### config.mk
export PLATFORM = sky130hd
export DESIGN_NAME = pong_top
export DESIGN_NICKNAME = d
export VERILOG_FILES = /design/src/hw/pong_geom_pkg.sv /design/src/hw/pong_game_pkg.sv /design/src/hw/game_ctrl.sv /design/src/hw/paddle_ctrl.sv /design/src/hw/ball_ctrl.sv /design/src/hw/pong_top.sv
export SDC_FILE = /design/constraint.sdc
export NUM_CORES = 1
export LEC_CHECK = 0
export BUFFER_PORTS_ARGS = -buffer_cell sky130_fd_sc_hd__buf_2
export CORE_MARGIN = 2
export CORE_UTILIZATION = 55
export CTS_BUF_LIST = sky130_fd_sc_hd__clkbuf_8 sky130_fd_sc_hd__clkbuf_16
export DETAILED_ROUTE_END_ITERATION = 12
export GPL_ROUTABILITY_DRIVEN = 0
export GPL_TIMING_DRIVEN = 0
export HOLD_SLACK_MARGIN = 0.02
export PLACE_DENSITY = 0.76
export RECOVER_POWER = 50
export SYNTH_ARGS = -nofsm -noshare
export SYNTH_HDL_FRONTEND = slang
export SYNTH_HIERARCHICAL = 1
export SYNTH_SLANG_ARGS = --single-unit
export TNS_END_PERCENT = 10
### constraint.sdc
create_clock -name clk_0 -period 4.5 [get_ports clk_0]
set_clock_uncertainty 0.05 [all_clocks]
set_input_delay 0 -clock clk_0 [delete_from_list [all_inputs] [get_ports clk_0]]
set_output_delay 0 -clock clk_0 [all_outputs]
set_load 0.01 [all_outputs]
### src/hw/pong_geom_pkg.sv
`default_nettype none

package pong_geom_pkg;

    typedef logic [9:0] coord_t;                // Screen coordinate, pixels or lines

    // Active display area
    localparam coord_t H_VIDEO = 10'd640;       // Horizontal active video
    localparam coord_t V_VIDEO = 10'd480;       // Vertical active lines

    // Sprite sizes
    localparam coord_t BALL_SIZE  = 10'd16;     // Side of the square ball
    localparam coord_t PDL_WIDTH  = 10'd12;     // Paddle thickness
    localparam coord_t PDL_HEIGHT = 10'd96;     // Paddle length

    // Fixed paddle columns, left edge of each sprite
    localparam coord_t PDL1_X = 10'd24;         // Left player
    localparam coord_t PDL2_X = 10'd603;        // Right player

    // Home positions, top left corner
    localparam coord_t PDL_HOME_Y  = 10'd191;   // Both paddles start centred
    localparam coord_t BALL_HOME_X = 10'd320;   // Serve column
    localparam coord_t BALL_HOME_Y = 10'd240;   // Serve row

endpackage

`default_nettype wire

### src/hw/pong_game_pkg.sv
`default_nettype none

package pong_game_pkg;

    // Game phase as seen by the display logic
    typedef enum logic [1:0] {
        STARTUP = 2'd0,                         // Title screen, waiting for a press
        PLAY    = 2'd1,                         // Serve hold or rally
        OVER    = 2'd2                          // A player reached the max score
    } phase_t;

    typedef logic [3:0] score_t;                // Per-player score, up to 15

endpackage

`default_nettype wire

### src/hw/game_ctrl.sv
`timescale 1ns/1ps
`default_nettype none

module game_ctrl #(
    parameter int SERVE_DELAY = 20,             // Cycles the ball stays hidden
    parameter int SAFE_START  = 8,              // Cycles of ignored buttons after reset
    parameter int MAX_SCORE   = 3               // Score that ends the game
) (
    input  wire                    clk_0,
    input  wire                    rst,
    input  wire                    any_button,  // OR of all presses
    input  wire                    miss_left,   // Ball touched left wall, point for p2
    input  wire                    miss_right,  // Ball touched right wall, point for p1
    output logic                   play,
    output logic                   ball_run,    // Ball visible and moving
    output pong_game_pkg::score_t  score_p1,
    output pong_game_pkg::score_t  score_p2,
    output logic                   game_over,
    output logic                   game_startup
);

    import pong_game_pkg::*;

    localparam int SAFE_W  = $clog2(SAFE_START + 1);
    localparam int SERVE_W = $clog2(SERVE_DELAY + 1);

    phase_t             phase;
    logic [SAFE_W-1:0]  safe_cnt;               // Saturates at SAFE_START
    logic [SERVE_W-1:0] serve_cnt;              // Runs only during a serve hold
    logic               safe_done;
    logic               serve_done;
    score_t             score_p1_inc;
    score_t             score_p2_inc;

    assign safe_done    = (safe_cnt == SAFE_W'(SAFE_START));
    assign serve_done   = (serve_cnt == SERVE_W'(SERVE_DELAY - 1)); // Last hidden cycle
    assign score_p1_inc = score_p1 + score_t'(1);
    assign score_p2_inc = score_p2 + score_t'(1);

    // Phase decoded straight to the status levels
    assign play         = (phase == PLAY);
    assign game_over    = (phase == OVER);
    assign game_startup = (phase == STARTUP);

    always_ff @(posedge clk_0 or negedge rst) begin
        if (!rst) begin
            phase     <= STARTUP;
            safe_cnt  <= '0;
            serve_cnt <= '0;
            ball_run  <= 1'b0;
            score_p1  <= '0;
            score_p2  <= '0;
        end else begin
            case (phase)
                STARTUP: begin
                    if (!safe_done) begin
                        safe_cnt <= safe_cnt + 1'b1;    // Button bounce from reset ignored
                    end else if (any_button) begin
                        phase     <= PLAY;
                        score_p1  <= '0;
                        score_p2  <= '0;
                        serve_cnt <= '0;
                    end
                end
                PLAY: begin
                    if (!ball_run) begin                // Serve hold
                        if (serve_done) begin
                            ball_run  <= 1'b1;
                            serve_cnt <= '0;
                        end else begin
                            serve_cnt <= serve_cnt + 1'b1;
                        end
                    end else if (miss_right) begin
                        score_p1 <= score_p1_inc;
                        ball_run <= 1'b0;               // New serve hold, or game over
                        if (score_p1_inc == score_t'(MAX_SCORE)) begin
                            phase <= OVER;
                        end
                    end else if (miss_left) begin
                        score_p2 <= score_p2_inc;
                        ball_run <= 1'b0;
                        if (score_p2_inc == score_t'(MAX_SCORE)) begin
                            phase <= OVER;
                        end
                    end
                end
                OVER: begin
                    if (any_button) begin               // Scores stay shown until here
                        phase     <= PLAY;
                        score_p1  <= '0;
                        score_p2  <= '0;
                        serve_cnt <= '0;
                    end
                end
                default: phase <= STARTUP;
            endcase
        end
    end

endmodule

`default_nettype wire

### src/hw/paddle_ctrl.sv
`timescale 1ns/1ps
`default_nettype none

module paddle_ctrl #(
    parameter int PDL_PSC = 2                   // Extra cycles per pixel step
) (
    input  wire                    clk_0,
    input  wire                    rst,
    input  wire                    play,        // Paddles move only in play
    input  wire                    up,          // Active low
    input  wire                    down,        // Active low
    output pong_geom_pkg::coord_t  pdl_y        // Top edge of the paddle
);

    import pong_geom_pkg::*;

    localparam int     TICK_W    = $clog2(PDL_PSC + 2);
    localparam coord_t PDL_Y_MAX = V_VIDEO - 10'd1 - PDL_HEIGHT; // Bottom edge at last line

    logic [TICK_W-1:0] tick_cnt;
    logic              move_up;
    logic              move_down;
    logic              tick;

    assign move_up   = !up && down;             // Both held cancel out
    assign move_down = !down && up;
    assign tick      = (tick_cnt == TICK_W'(PDL_PSC));

    always_ff @(posedge clk_0 or negedge rst) begin
        if (!rst) begin
            pdl_y    <= PDL_HOME_Y;
            tick_cnt <= '0;
        end else if (!play) begin
            pdl_y    <= PDL_HOME_Y;             // Recentre between games
            tick_cnt <= '0;
        end else if (move_up || move_down) begin
            if (tick) begin
                tick_cnt <= '0;
                if (move_up && pdl_y > '0) begin
                    pdl_y <= pdl_y - 10'd1;     // Stop at the top line
                end else if (move_down && pdl_y < PDL_Y_MAX) begin
                    pdl_y <= pdl_y + 10'd1;
                end
            end else begin
                tick_cnt <= tick_cnt + 1'b1;
            end
        end else begin
            tick_cnt <= '0;                     // Fresh full period on the next press
        end
    end

endmodule

`default_nettype wire

### src/hw/ball_ctrl.sv
`timescale 1ns/1ps
`default_nettype none

module ball_ctrl #(
    parameter int BALL_PSC = 1                  // Extra cycles per pixel step on each axis
) (
    input  wire                    clk_0,
    input  wire                    rst,
    input  wire                    ball_run,    // Low holds the ball at home
    input  wire pong_geom_pkg::coord_t pdl1_y,
    input  wire pong_geom_pkg::coord_t pdl2_y,
    output pong_geom_pkg::coord_t  ball_x,
    output pong_geom_pkg::coord_t  ball_y,
    output logic                   miss_left,
    output logic                   miss_right
);

    import pong_geom_pkg::*;

    localparam int     TICK_W  = $clog2(BALL_PSC + 2);
    localparam coord_t X_LIMIT = H_VIDEO - BALL_SIZE - 10'd1;  // Right wall contact
    localparam coord_t Y_LIMIT = V_VIDEO - BALL_SIZE - 10'd1;  // Bottom wall contact

    logic [TICK_W-1:0] x_cnt;
    logic [TICK_W-1:0] y_cnt;
    logic              x_tick;
    logic              y_tick;
    logic              dir_x;                   // 0 = left, 1 = right
    logic              dir_y;                   // 0 = up, 1 = down
    coord_t            ball_r;                  // Right edge column
    logic              zone_l;                  // Columns overlap left paddle
    logic              zone_r;
    logic [2:0]        touch_l;                 // {overlap, top edge, bottom edge}
    logic [2:0]        touch_r;
    logic              hit_bottom;
    logic              hit_top;

    // Vertical contact of the ball against one paddle
    function automatic logic [2:0] pdl_touch(input coord_t by, input coord_t py);
        coord_t ball_b;
        coord_t pdl_b;
        logic   overlap;
        logic   top_edge;
        logic   bot_edge;
        ball_b   = by + BALL_SIZE;
        pdl_b    = py + PDL_HEIGHT;
        overlap  = (by <= pdl_b) && (ball_b >= py);
        top_edge = (ball_b == py) || (ball_b == py + 10'd1);    // Within one row
        bot_edge = (by == pdl_b) || (by == pdl_b - 10'd1);
        return {overlap, top_edge, bot_edge};
    endfunction

    assign x_tick     = (x_cnt == TICK_W'(BALL_PSC));
    assign y_tick     = (y_cnt == TICK_W'(BALL_PSC));
    assign ball_r     = ball_x + BALL_SIZE;
    assign zone_r     = (ball_r >= PDL2_X) && (ball_x <= PDL2_X + PDL_WIDTH);
    assign zone_l     = (ball_x <= PDL1_X + PDL_WIDTH + 10'd1) && (ball_r >= PDL1_X);
    assign touch_l    = pdl_touch(ball_y, pdl1_y);
    assign touch_r    = pdl_touch(ball_y, pdl2_y);
    assign hit_bottom = (ball_y >= Y_LIMIT);
    assign hit_top    = (ball_y == '0);

    // Side wall contact, only reachable while the ball runs
    assign miss_right = (ball_x >= X_LIMIT);
    assign miss_left  = (ball_x == '0);

    always_ff @(posedge clk_0 or negedge rst) begin
        if (!rst) begin
            ball_x <= BALL_HOME_X;
            ball_y <= BALL_HOME_Y;
            x_cnt  <= '0;
            y_cnt  <= '0;
            dir_x  <= 1'b0;
            dir_y  <= 1'b0;
        end else if (!ball_run || miss_right || miss_left) begin
            ball_x <= BALL_HOME_X;              // Park for the next serve
            ball_y <= BALL_HOME_Y;
            x_cnt  <= '0;                       // Both axes restart in step
            y_cnt  <= '0;
            dir_x  <= 1'b0;                     // Serve goes up and left
            dir_y  <= 1'b0;
        end else begin
            x_cnt <= x_tick ? '0 : x_cnt + 1'b1;
            y_cnt <= y_tick ? '0 : y_cnt + 1'b1;
            if (x_tick) begin
                ball_x <= dir_x ? ball_x + 10'd1 : ball_x - 10'd1;
            end
            if (y_tick) begin
                ball_y <= dir_y ? ball_y + 10'd1 : ball_y - 10'd1;
            end
            // Collisions override the step on the axis they touch
            if (hit_bottom) begin
                dir_y  <= 1'b0;
                ball_y <= ball_y - 10'd1;       // Nudge off the wall
            end else if (hit_top) begin
                dir_y  <= 1'b1;
                ball_y <= ball_y + 10'd1;
            end else if (zone_r && touch_r[2]) begin
                if (touch_r[0]) begin           // Under the paddle
                    dir_y  <= 1'b1;
                    ball_y <= ball_y + 10'd1;
                end else if (touch_r[1]) begin  // On top of the paddle
                    dir_y  <= 1'b0;
                    ball_y <= ball_y - 10'd1;
                end else begin                  // Face hit, send it back left
                    dir_x  <= 1'b0;
                    ball_x <= ball_x - 10'd1;
                end
            end else if (zone_l && touch_l[2]) begin
                if (touch_l[0]) begin
                    dir_y  <= 1'b1;
                    ball_y <= ball_y + 10'd1;
                end else if (touch_l[1]) begin
                    dir_y  <= 1'b0;
                    ball_y <= ball_y - 10'd1;
                end else begin                  // Face hit, send it back right
                    dir_x  <= 1'b1;
                    ball_x <= ball_x + 10'd1;
                end
            end
        end
    end

endmodule

`default_nettype wire

### src/hw/pong_top.sv
`timescale 1ns/1ps
`default_nettype none

module pong_top #(
    parameter int BALL_PSC    = 1,              // Extra cycles per ball step, ~125874 on board
    parameter int PDL_PSC     = 2,              // Extra cycles per paddle step, ~62937 on board
    parameter int SERVE_DELAY = 20,             // Ball hidden this long, ~50352112 on board
    parameter int SAFE_START  = 8,              // Buttons ignored after reset, ~2500000 on board
    parameter int MAX_SCORE   = 3               // Game ends here, 11 on board
) (
    input  wire                    clk_0,
    input  wire                    rst,
    input  wire                    up_p1,       // Active low buttons
    input  wire                    down_p1,
    input  wire                    up_p2,
    input  wire                    down_p2,
    output pong_geom_pkg::coord_t  ball_x,      // Top left corner of the ball
    output pong_geom_pkg::coord_t  ball_y,
    output pong_geom_pkg::coord_t  pdl1_y,      // Top edge of each paddle
    output pong_geom_pkg::coord_t  pdl2_y,
    output pong_game_pkg::score_t  score_p1,
    output pong_game_pkg::score_t  score_p2,
    output logic                   ball_shown,
    output logic                   game_over,
    output logic                   game_startup
);

    logic any_button;                           // Any of the four pressed
    logic play;
    logic ball_run;
    logic miss_left;
    logic miss_right;

    assign any_button = !up_p1 || !down_p1 || !up_p2 || !down_p2;
    assign ball_shown = ball_run;               // Ball visible exactly while it moves

    game_ctrl #(
        .SERVE_DELAY (SERVE_DELAY),
        .SAFE_START  (SAFE_START),
        .MAX_SCORE   (MAX_SCORE)
    ) i_game_ctrl (
        .clk_0        (clk_0),
        .rst          (rst),
        .any_button   (any_button),
        .miss_left    (miss_left),
        .miss_right   (miss_right),
        .play         (play),
        .ball_run     (ball_run),
        .score_p1     (score_p1),
        .score_p2     (score_p2),
        .game_over    (game_over),
        .game_startup (game_startup)
    );

    paddle_ctrl #(.PDL_PSC(PDL_PSC)) paddle_1 (
        .clk_0 (clk_0),
        .rst   (rst),
        .play  (play),
        .up    (up_p1),
        .down  (down_p1),
        .pdl_y (pdl1_y)
    );

    paddle_ctrl #(.PDL_PSC(PDL_PSC)) paddle_2 (
        .clk_0 (clk_0),
        .rst   (rst),
        .play  (play),
        .up    (up_p2),
        .down  (down_p2),
        .pdl_y (pdl2_y)
    );

    ball_ctrl #(.BALL_PSC(BALL_PSC)) i_ball_ctrl (
        .clk_0      (clk_0),
        .rst        (rst),
        .ball_run   (ball_run),
        .pdl1_y     (pdl1_y),
        .pdl2_y     (pdl2_y),
        .ball_x     (ball_x),
        .ball_y     (ball_y),
        .miss_left  (miss_left),
        .miss_right (miss_right)
    );

endmodule

`default_nettype wire

==> results of run 1 <==
## cells in the mapped netlist (17+ instances only)
cell / instances / area [um2]
sky130_fd_sc_hd__a21o_1: 18 / 135
sky130_fd_sc_hd__nor2_1: 83 / 312
sky130_fd_sc_hd__a21oi_1: 48 / 240
sky130_fd_sc_hd__o21ai_0: 58 / 290
sky130_fd_sc_hd__ha_1: 81 / 1010
sky130_fd_sc_hd__dfstp_2: 20 / 526
sky130_fd_sc_hd__mux2i_1: 17 / 170
sky130_fd_sc_hd__nand2_1: 78 / 293
sky130_fd_sc_hd__xnor2_1: 62 / 543
sky130_fd_sc_hd__clkbuf_1: 27 / 101
sky130_fd_sc_hd__o211ai_1: 17 / 128
sky130_fd_sc_hd__nand4_1: 27 / 169
sky130_fd_sc_hd__inv_1: 52 / 195
sky130_fd_sc_hd__dfrtp_1: 50 / 1250
sky130_fd_sc_hd__nor3_1: 26 / 130
sky130_fd_sc_hd__xor2_1: 30 / 263
sky130_fd_sc_hd__nand3_1: 59 / 295
## worst reg2reg max path, delay by kind of cell, from the launching register on
kind,cells,cell delay [ns]
simple gates,1,0.14
flops,1,0.67
compound gates,5,1.62
buf+inv,4,0.86
fa+ha+maj,2,0.58
xor+xnor,1,0.28
## cell families (layout without fill, tap and decap cells)
group | Yosys count | after routing | synth area share (%)
mux | 19 | 19 | 2.28
fa+ha+maj | 83 | 83 | 12.5
simple gates | 404 | 404 | 25.5
buf+inv | 101 | 176 | 5.10
compound gates | 274 | 274 | 22.7
xor+xnor | 98 | 98 | 10.9
flops | 70 | 70 | 21.0
## registers in the layout, indices dropped and copies added (netlist names)
| signal | flops |
|---|---|
| i_ball_ctrl/ball_x | 10 |
| i_ball_ctrl/ball_y | 10 |
| paddle_1/pdl_y | 10 |
| paddle_2/pdl_y | 10 |
| i_game_ctrl/serve_cnt | 5 |
| i_game_ctrl/safe_cnt | 4 |
| i_game_ctrl/score_p1 | 4 |
| i_game_ctrl/score_p2 | 4 |
| i_ball_ctrl/x_cnt | 2 |
| i_ball_ctrl/y_cnt | 2 |
| i_game_ctrl/phase | 2 |
| paddle_1/tick_cnt | 2 |
| paddle_2/tick_cnt | 2 |
| i_ball_ctrl/dir_x | 1 |
| i_ball_ctrl/dir_y | 1 |
| i_game_ctrl/ball_run | 1 |
## worst max path at each step
stage,from,endpoint,slack [ns],depth (start not counted)
CTS,i_ball_ctrl/ball_y[5],i_ball_ctrl/ball_x[4],0.05,13
floorplan,paddle_2/pdl_y[5],i_ball_ctrl/ball_x[8],0.92,13
detailed placement,i_ball_ctrl/ball_y[8],i_ball_ctrl/ball_x[6],-0.01,14
global placement,i_ball_ctrl/ball_y[5],i_ball_ctrl/ball_x[6],0.003,14
finish,paddle_2/pdl_y[5],i_ball_ctrl/ball_y[2],0.18,13
global route,paddle_2/pdl_y[5],i_ball_ctrl/ball_y[2],-0.004,13
## power breakdown
| part | internal [mW] | switching (mW) | leakage, nW |
|---|---|---|---|
| sequential | 0.861 | 0.435 | 0.853 |
| clock | 0.374 | 0.312 | 0.133 |
| combinational | 1.62 | 2.17 | 2.98 |
## metal layers
metal  wire length, um  vias up  part of all wire [%]  track usage (%)
met1             10800     4022                    45             41.1
met5                 0        -                     0                0
li1                  -     4028                     -                -
met2             10800      331                    45             46.1
met4               715        0                   3.0             12.1
met3              1650       62                   6.9             4.67
## layout make-up
cell class,count,area [um2],area share (%)
multi-input cells,878,6280,67.7
plain buffers,47,221,2.39
well taps,188,235,2.54
inverters,53,199,2.14
clock buffers,9,225,2.43
flip-flops and latches,70,1780,19.1
repair buffers,60,290,3.13
clock inverters,7,50.0,0.539
## what timing repair did
item                                    CTS  global route
hold buffers                              3             0
gates resized for setup                   1             7
cloned                                    0             0
endpoints found under the hold margin    74             0
endpoints found under the setup margin    2            10
## through the flow
| stage | utilization, % | total power [mW] |
|---|---|---|
| finish | 61.5 | 5.77 |
| global route | 61.5 | 6.27 |
| CTS | 61.7 | 5.72 |
| detailed placement | 59.6 | 4.99 |
| global placement | 59.4 | 4.91 |
| floorplan | - | 4.08 |
==> metrics.md, run 1 <==
| Metric | Value |
|---|---|
| Outcome | finished with violations |
| Violated checks | capacitance limit, slew limit |
| Most frequent cells in the layout | 83 x sky130_fd_sc_hd__nor2_1, 81 x sky130_fd_sc_hd__ha_1, 78 x sky130_fd_sc_hd__nand2_1, 62 x sky130_fd_sc_hd__xnor2_1, 59 x sky130_fd_sc_hd__nand3_1 |
| Clock slew at the register clock pins of the worst setup and hold paths | 0.06 ns |
| Buffer levels on the longest clock path | 2 |
| Cell type of the slowest stage on the worst timing path | sky130_fd_sc_hd__dfstp_2 |
| Number of global-route vias before repair | 7,698 |
| Hold Crit Depth | 4 |
| Post-Syn Area per Cell | 8.05 um2 |
| PD cells | about 620 nW/um2 |
| Unique masters post-synth | 93 |
| Share of the cycle needed by the critical path after routing | between 90% and 100% |
| Warnings from Yosys | 6 |
| Hold Worst Slack | 0.0363 ns |
| Proportion of layout cells with a drive suffix above 1 | 11.6% |
| Buffers on Ports | 56 |
| Synth Cell Area | ~8400 um2 |
| Slack of the worst reg-to-reg path | roughly 0.18 ns |
| Number of pins with negative max-slew slack in the final report | 69 |
| Height of the die | between 100 and 150 um |
| Area of all placed cells without fillers | 9280 um2 |
| Number of vias per cell after detailed routing | about 6.4 |
| Remaining design rule violation count | 0 |
| Main flop type after synthesis | sky130_fd_sc_hd__dfrtp_1 |
| Largest voltage drop on the vdd net | 0.367 mV |
| Pre-Repair DR Iteration Count | 9 |
| Number of filler instances in the final layout | 1,396 |
| Critical path buffers and inverters | 4 |
| Number of antenna cells inserted | 0 |
| Most frequent standard cell in the layout excluding fill and tap cells | sky130_fd_sc_hd__nor2_1 |
| Placement-stage worst setup slack | -0.0101 ns |
| Number of clock sinks | 70 |
| Final Hold Fails | 0 |
| Final nets | 1,208 |
| Overall overflow remaining after global route | 0 |
| Post-CTS setup buffers | 0 |
| Endpoint of the most critical register-to-register path | i_ball_ctrl/ball_y[2] |
| Die Span X | 128 um |
| CTS buffer count | 9 |
| Core outline area | 15,100 um2 |
| Setup slack of the critical path after layout | between 0.15 and 0.2 ns |
| Area of the die | 16,400 um2 |
| Highest achievable clock rate | 0.232 GHz |
| Startpoint class of the critical path | flop |
| Standby leakage power | roughly 4 nW |
| Post-place instance area | 8990 um2 |
| Post-layout minimum cycle time | 4.32 ns |
| Gr usage total | between 20 and 30% |
| Kind of end point of the critical path | flop |
| Cell count after placement | 1,294 |
| Async S/R FF share, synth | 100% |
| Setup repair after global routing missed its margin | yes |
| Core Rows | 45 |
| Source-to-sink clock delay at the later pin of the worst-skew pair | 0.35 ns |
| Setup tns final | 0 ns |
| Critical Path, Cell by Cell | clkbuf_1 -> inv_1 -> ha_1 -> xnor2_1 -> inv_1 -> ha_1 -> a2111o_1 -> o22ai_1 -> nand2_1 -> a31o_2 -> clkbuf_1 -> o31a_1 -> o32ai_1 |
| Final setup violation count | 0 |
| Remaining number of nets flagged by the antenna check after routing | 0 |
| Number of cells on the worst reg-to-reg path | 13 |
| Startpoint-to-endpoint class of the critical path | flop to flop |
| Worst EP arrival | 4.50 ns |
| Launch point of the worst hold path | up_p1 |
| Number of H-tree levels | 3 |
| Violation count after the first detailed-route iteration | 1,156 |
| Number of top-level pins | 57 |
| Clock tree from TritonCTS | built |
| Tightest slew margin relative to the limit | -119% |
| Number of antenna violations at the first check in global routing | 0 |
| EDFF count, synth | 0 |
| Synthesized flop and latch total | 70 |
| Max-cap violation count | 1 |
| Path type of the worst min-delay path | input pin to flop |
| Critical register-to-register path startpoint | paddle_2/pdl_y[5] |
| Largest driver fanout on the critical path | 10 |
| Cell family with most CP delay | compound AO/OA/AOI/OAI gates |
| Wire length of the first global-routing pass | approximately 39,000 um |
| Initial core utilization | roughly 56% |
| Final standard cell count with taps included and fillers excluded | around 1,300 |
| Pin count of the biggest net entering global routing | 69 |
| WL final | 24,000 um |
| Synth Instances | 1,049 |
| Net count after synthesis | 1,138 |
| Delay of the slowest cell on the worst path | about 0.67 ns |
| Clock Root Buffer | sky130_fd_sc_hd__clkbuf_16 |
| Wire length per cell | ~18 um |
| Synthesis-to-layout area growth | 9.87% |
| CP Data Required Time | 4.68 ns |
| Transition time at the pin with the least slew margin | 3.28 ns |
| Detailed placer's ending HPWL | around 17,000 um |
| Register area share after synthesis | 21.0% |
| Endpoint of the worst hold path | paddle_1/tick_cnt[0] |
| Count of vias placed by the detailed router | 8,443 |
No activity file was read; power rests on OpenSTA's default activity.
==> inputs of run 2 (changes only) <==
--- a/config.mk
+++ b/config.mk
@@ -5,15 +5,17 @@
 export SDC_FILE = /design/constraint.sdc
 export NUM_CORES = 1
 export LEC_CHECK = 0
-export BUFFER_PORTS_ARGS = -buffer_cell sky130_fd_sc_hd__buf_2
+export ABC_AREA = 1
+export CAP_MARGIN = 10
 export CORE_MARGIN = 2
 export CORE_UTILIZATION = 55
 export CTS_BUF_LIST = sky130_fd_sc_hd__clkbuf_8 sky130_fd_sc_hd__clkbuf_16
 export DETAILED_ROUTE_END_ITERATION = 12
+export DONT_BUFFER_PORTS = 1
 export GPL_ROUTABILITY_DRIVEN = 0
 export GPL_TIMING_DRIVEN = 0
 export HOLD_SLACK_MARGIN = 0.02
-export PLACE_DENSITY = 0.76
+export PLACE_DENSITY = 0.72
 export RECOVER_POWER = 50
 export SYNTH_ARGS = -nofsm -noshare
 export SYNTH_HDL_FRONTEND = slang
==> run 2 against run 1 <==
The flow still finishes with violations (capacitance limit, slew limit). Via count up 13%. Non-clock buffer count down 67. Total power down 41%. Fmax increased by 15%. Critical path depth up 7. Combinational power fell by 55%. Final cell count grew 33%. Synthesized cell count rose by 44%. Critical path type unchanged.
==> metrics.md, run 2 <==
| Metric | Value |
|---|---|
| Outcome | finished with violations |
| Violated checks | capacitance limit, slew limit |
| Highest achievable clock rate | 0.266 GHz |
| Setup repair after global routing missed its margin | no |
| Count leader, synth | sky130_fd_sc_hd__nand2_1 |
| Post-Syn Area per Cell | slightly above 6 um2 |
| Number of H-tree levels | 3 |
| CP Data Required Time | around 4.7 ns |
| Core outline area | 16,500 um2 |
| Count of vias placed by the detailed router | about 9,600 |
| Wire length of the first global-routing pass | 42,800 um |
| Met1 Wirelength | ~12,000 um |
| Most instantiated cells after synthesis | 491 x sky130_fd_sc_hd__nand2_1, 184 x sky130_fd_sc_hd__inv_1, 157 x sky130_fd_sc_hd__nand3_1 |
| Share of the cycle needed by the critical path after routing | roughly 84% |
| Worst EP arrival | 3.99 ns |
| Clock Root Buffer | sky130_fd_sc_hd__clkbuf_16 |
| Synth Cell Area | 9260 um2 |
| EDFF count, synth | 0 |
| Unique masters post-synth | 53 |
| Kind of end point of the critical path | flop |
| Remaining design rule violation count | 0 |
| Wire length per cell | 14.7 um |
| Transition time at the pin with the least slew margin | 3.22 ns |
| Critical Path, Cell by Cell | buf_4 -> inv_2 -> ha_1 -> inv_1 -> nand3_1 -> nand2_1 -> nand2_1 -> ha_1 -> nand2_1 -> nor2_1 -> nand3_1 -> nand2_1 -> nand4_1 -> inv_1 -> nand2_1 -> nand2_1 -> nand3_1 -> nand2_1 -> nand2_1 -> a21oi_2 |
| Path type of the worst min-delay path | input pin to flop |
| Synthesis-to-layout area growth | 7.21% |
| Max-cap violation count | 1 |
| Cell type of the slowest stage on the worst timing path | sky130_fd_sc_hd__dfstp_2 |
| Source-to-sink clock delay at the later pin of the worst-skew pair | 0.35 ns |
| Post-layout minimum cycle time | 3.77 ns |
| Pre-Repair DR Iteration Count | 5 |
| Number of filler instances in the final layout | between 1,500 and 2,000 |
| Clock tree from TritonCTS | built |
| Final Hold Fails | 0 |
| Share of the synthesized area in the top cell type | between 10% and 20% |
| Initial core utilization | between 50% and 60% |
| Startpoint-to-endpoint class of the critical path | flop to flop |
| Number of antenna cells inserted | 0 |
| Post-CTS setup buffers | 0 |
| Violation count after the first detailed-route iteration | 841 |
| Detailed placer's ending HPWL | 19,700 um |
| Core occupancy in the finished layout | 60.1% |
| Setup tns final | 0 ns |
| Clock slew at the register clock pins of the worst setup and hold paths | 0.06 ns |
| Number of clock sinks | 70 |
| Main flop type after synthesis | sky130_fd_sc_hd__dfrtp_1 |
| Pin count of the biggest net entering global routing | 71 |
| Remaining number of nets flagged by the antenna check after routing | 0 |
| Core Rows | 47 |
| Detailed route wirelength on metal3 | 2150 um |
| Height of the die | 134 um |
| Tightest slew margin relative to the limit | -115% |
| Largest driver fanout on the critical path | 9 |
| Die Span X | 134 um |
| Overall overflow remaining after global route | 0 |
| Startpoint class of the critical path | flop |
| Delay of the slowest cell on the worst path | 0.72 ns |
| Final nets | between 1,500 and 2,000 |
| Number of pins with negative max-slew slack in the final report | 71 |
| Number of vias per cell after detailed routing | 5.47 |
| Number of top-level pins | 57 |
| Most frequent cells in the layout | 491 x sky130_fd_sc_hd__nand2_1, 184 x sky130_fd_sc_hd__inv_1, 157 x sky130_fd_sc_hd__nand3_1, 135 x sky130_fd_sc_hd__nor2_1, 81 x sky130_fd_sc_hd__ha_1 |
| Met2 layer wire length in the routed design | 11,300 um |
| Cell type with the largest total area after synthesis | sky130_fd_sc_hd__nand2_1 |
| Net count after synthesis | ~1,600 |
| Standby leakage power | 5.44 nW |
| Number of global-route vias before repair | 8,660 |
| WL final | ~26,000 um |
| Highest Signal Layer | met4 |
| Async S/R FF share, synth | 100% |
| Warnings from Yosys | 6 |
| CTS buffer count | 9 |
| Buffers on Ports | 0 |
| Proportion of layout cells with a drive suffix above 1 | under 10% |
| Final setup violation count | 0 |
| Most frequent standard cell in the layout excluding fill and tap cells | sky130_fd_sc_hd__nand2_1 |
| Synth Instances | 1,509 |
| Buffer levels on the longest clock path | 2 |
| Largest voltage drop on the vdd net | 0.198 mV |
| Number of antenna violations at the first check in global routing | 0 |
| Most repeated library cell on the critical path | sky130_fd_sc_hd__nand2_1 |
| Synthesized flop and latch total | 70 |
| Top post-synthesis cells by area | sky130_fd_sc_hd__nand2_1 20%, sky130_fd_sc_hd__dfrtp_1 14%, sky130_fd_sc_hd__ha_1 11% |
| PD cells | approximately 340 nW/um2 |
| Area of the die | 17,900 um2 |
| Register area share after synthesis | 19.2% |
| Gr usage total | about 30% |
## run 2: metal layers
| layer | vias to the layer above | track usage [%] |
|---|---|---|
| met2 | 382 | 45.9 |
| met3 | 47 | 4.91 |
| met1 | 4294 | 42.1 |
| met5 | - | 0 |
| met4 | 0 | 9.04 |
| li1 | 4858 | - |
## run 2: worst paths after layout
kind | startpoint | end | slack [ns] | depth (start not counted)
max in group asynchronous | rst | i_ball_ctrl/ball_y[2] | 1.19 | 2
hold reg to reg | paddle_2/tick_cnt[1] | paddle_2/tick_cnt[0] | 0.39 | 1
setup / recovery | paddle_1/pdl_y[5] | i_ball_ctrl/ball_y[2] | 0.73 | 20
hold / removal | up_p2 | paddle_2/pdl_y[0] | 0.11 | 6
min in group asynchronous | rst | paddle_1/tick_cnt[0] | 1.35 | 2
setup reg to reg | paddle_1/pdl_y[5] | i_ball_ctrl/ball_y[2] | 0.73 | 20
## run 2: final cells by class
class | count | area (um2) | share of cell area [%]
plain buffers | 34 | 226 | 2.28
clock buffers | 9 | 225 | 2.27
clock inverters | 7 | 105 | 1.06
inverters | 203 | 777 | 7.82
multi-input cells | 1202 | 6480 | 65.3
flip-flops and latches | 70 | 1780 | 17.9
well taps | 220 | 275 | 2.77
repair buffers | 6 | 62.6 | 0.630
## run 2: power breakdown
group / internal, mW / total [mW] / switching [mW] / leakage, nW
sequential: 0.728 / 0.916 / 0.187 / 0.893
combinational: 0.614 / 1.69 / 1.08 / 4.39
clock: 0.494 / 0.802 / 0.308 / 0.159
## run 2: per-stage QoR
step                power, mW  area (um2)  setup slack [ns]  instances  hold WS [ns]
CTS                      3.42        9950             0.788       1751        0.0937
floorplan                2.23        9260              1.45       1509        -0.346
detailed placement       2.58        9540             0.809       1729        -0.342
finish                   3.41        9930             0.735       1751         0.112
global placement         2.54        9540             0.820       1729        -0.342
global route             3.73        9930             0.380       1751         0.169
## run 2: worst max-delay path, delay by kind of cell (launching register included)
family / cells / cell delay (ns)
AND/OR/NAND/NOR: 13 / 1.69
flip-flops: 1 / 0.72
buffers and inverters: 4 / 0.57
adder cells (fa/ha/maj): 2 / 0.53
AO/OA/AOI/OAI: 1 / 0.12
## run 2: cell families (layout without fill, tap and decap cells)
family	Yosys count	count (layout)	synth area share [%]
simple gates	878	878	41.2
buf+inv	237	259	10.8
compound gates	172	172	10.5
fa+ha+maj	83	83	11.4
flops	70	70	19.2
xor+xnor	69	69	6.92
## run 2: repair_timing
item / in CTS / in global routing
hold endpoints to repair: 74 / 0
resized for setup: 0 / 0
hold buffers: 6 / 0
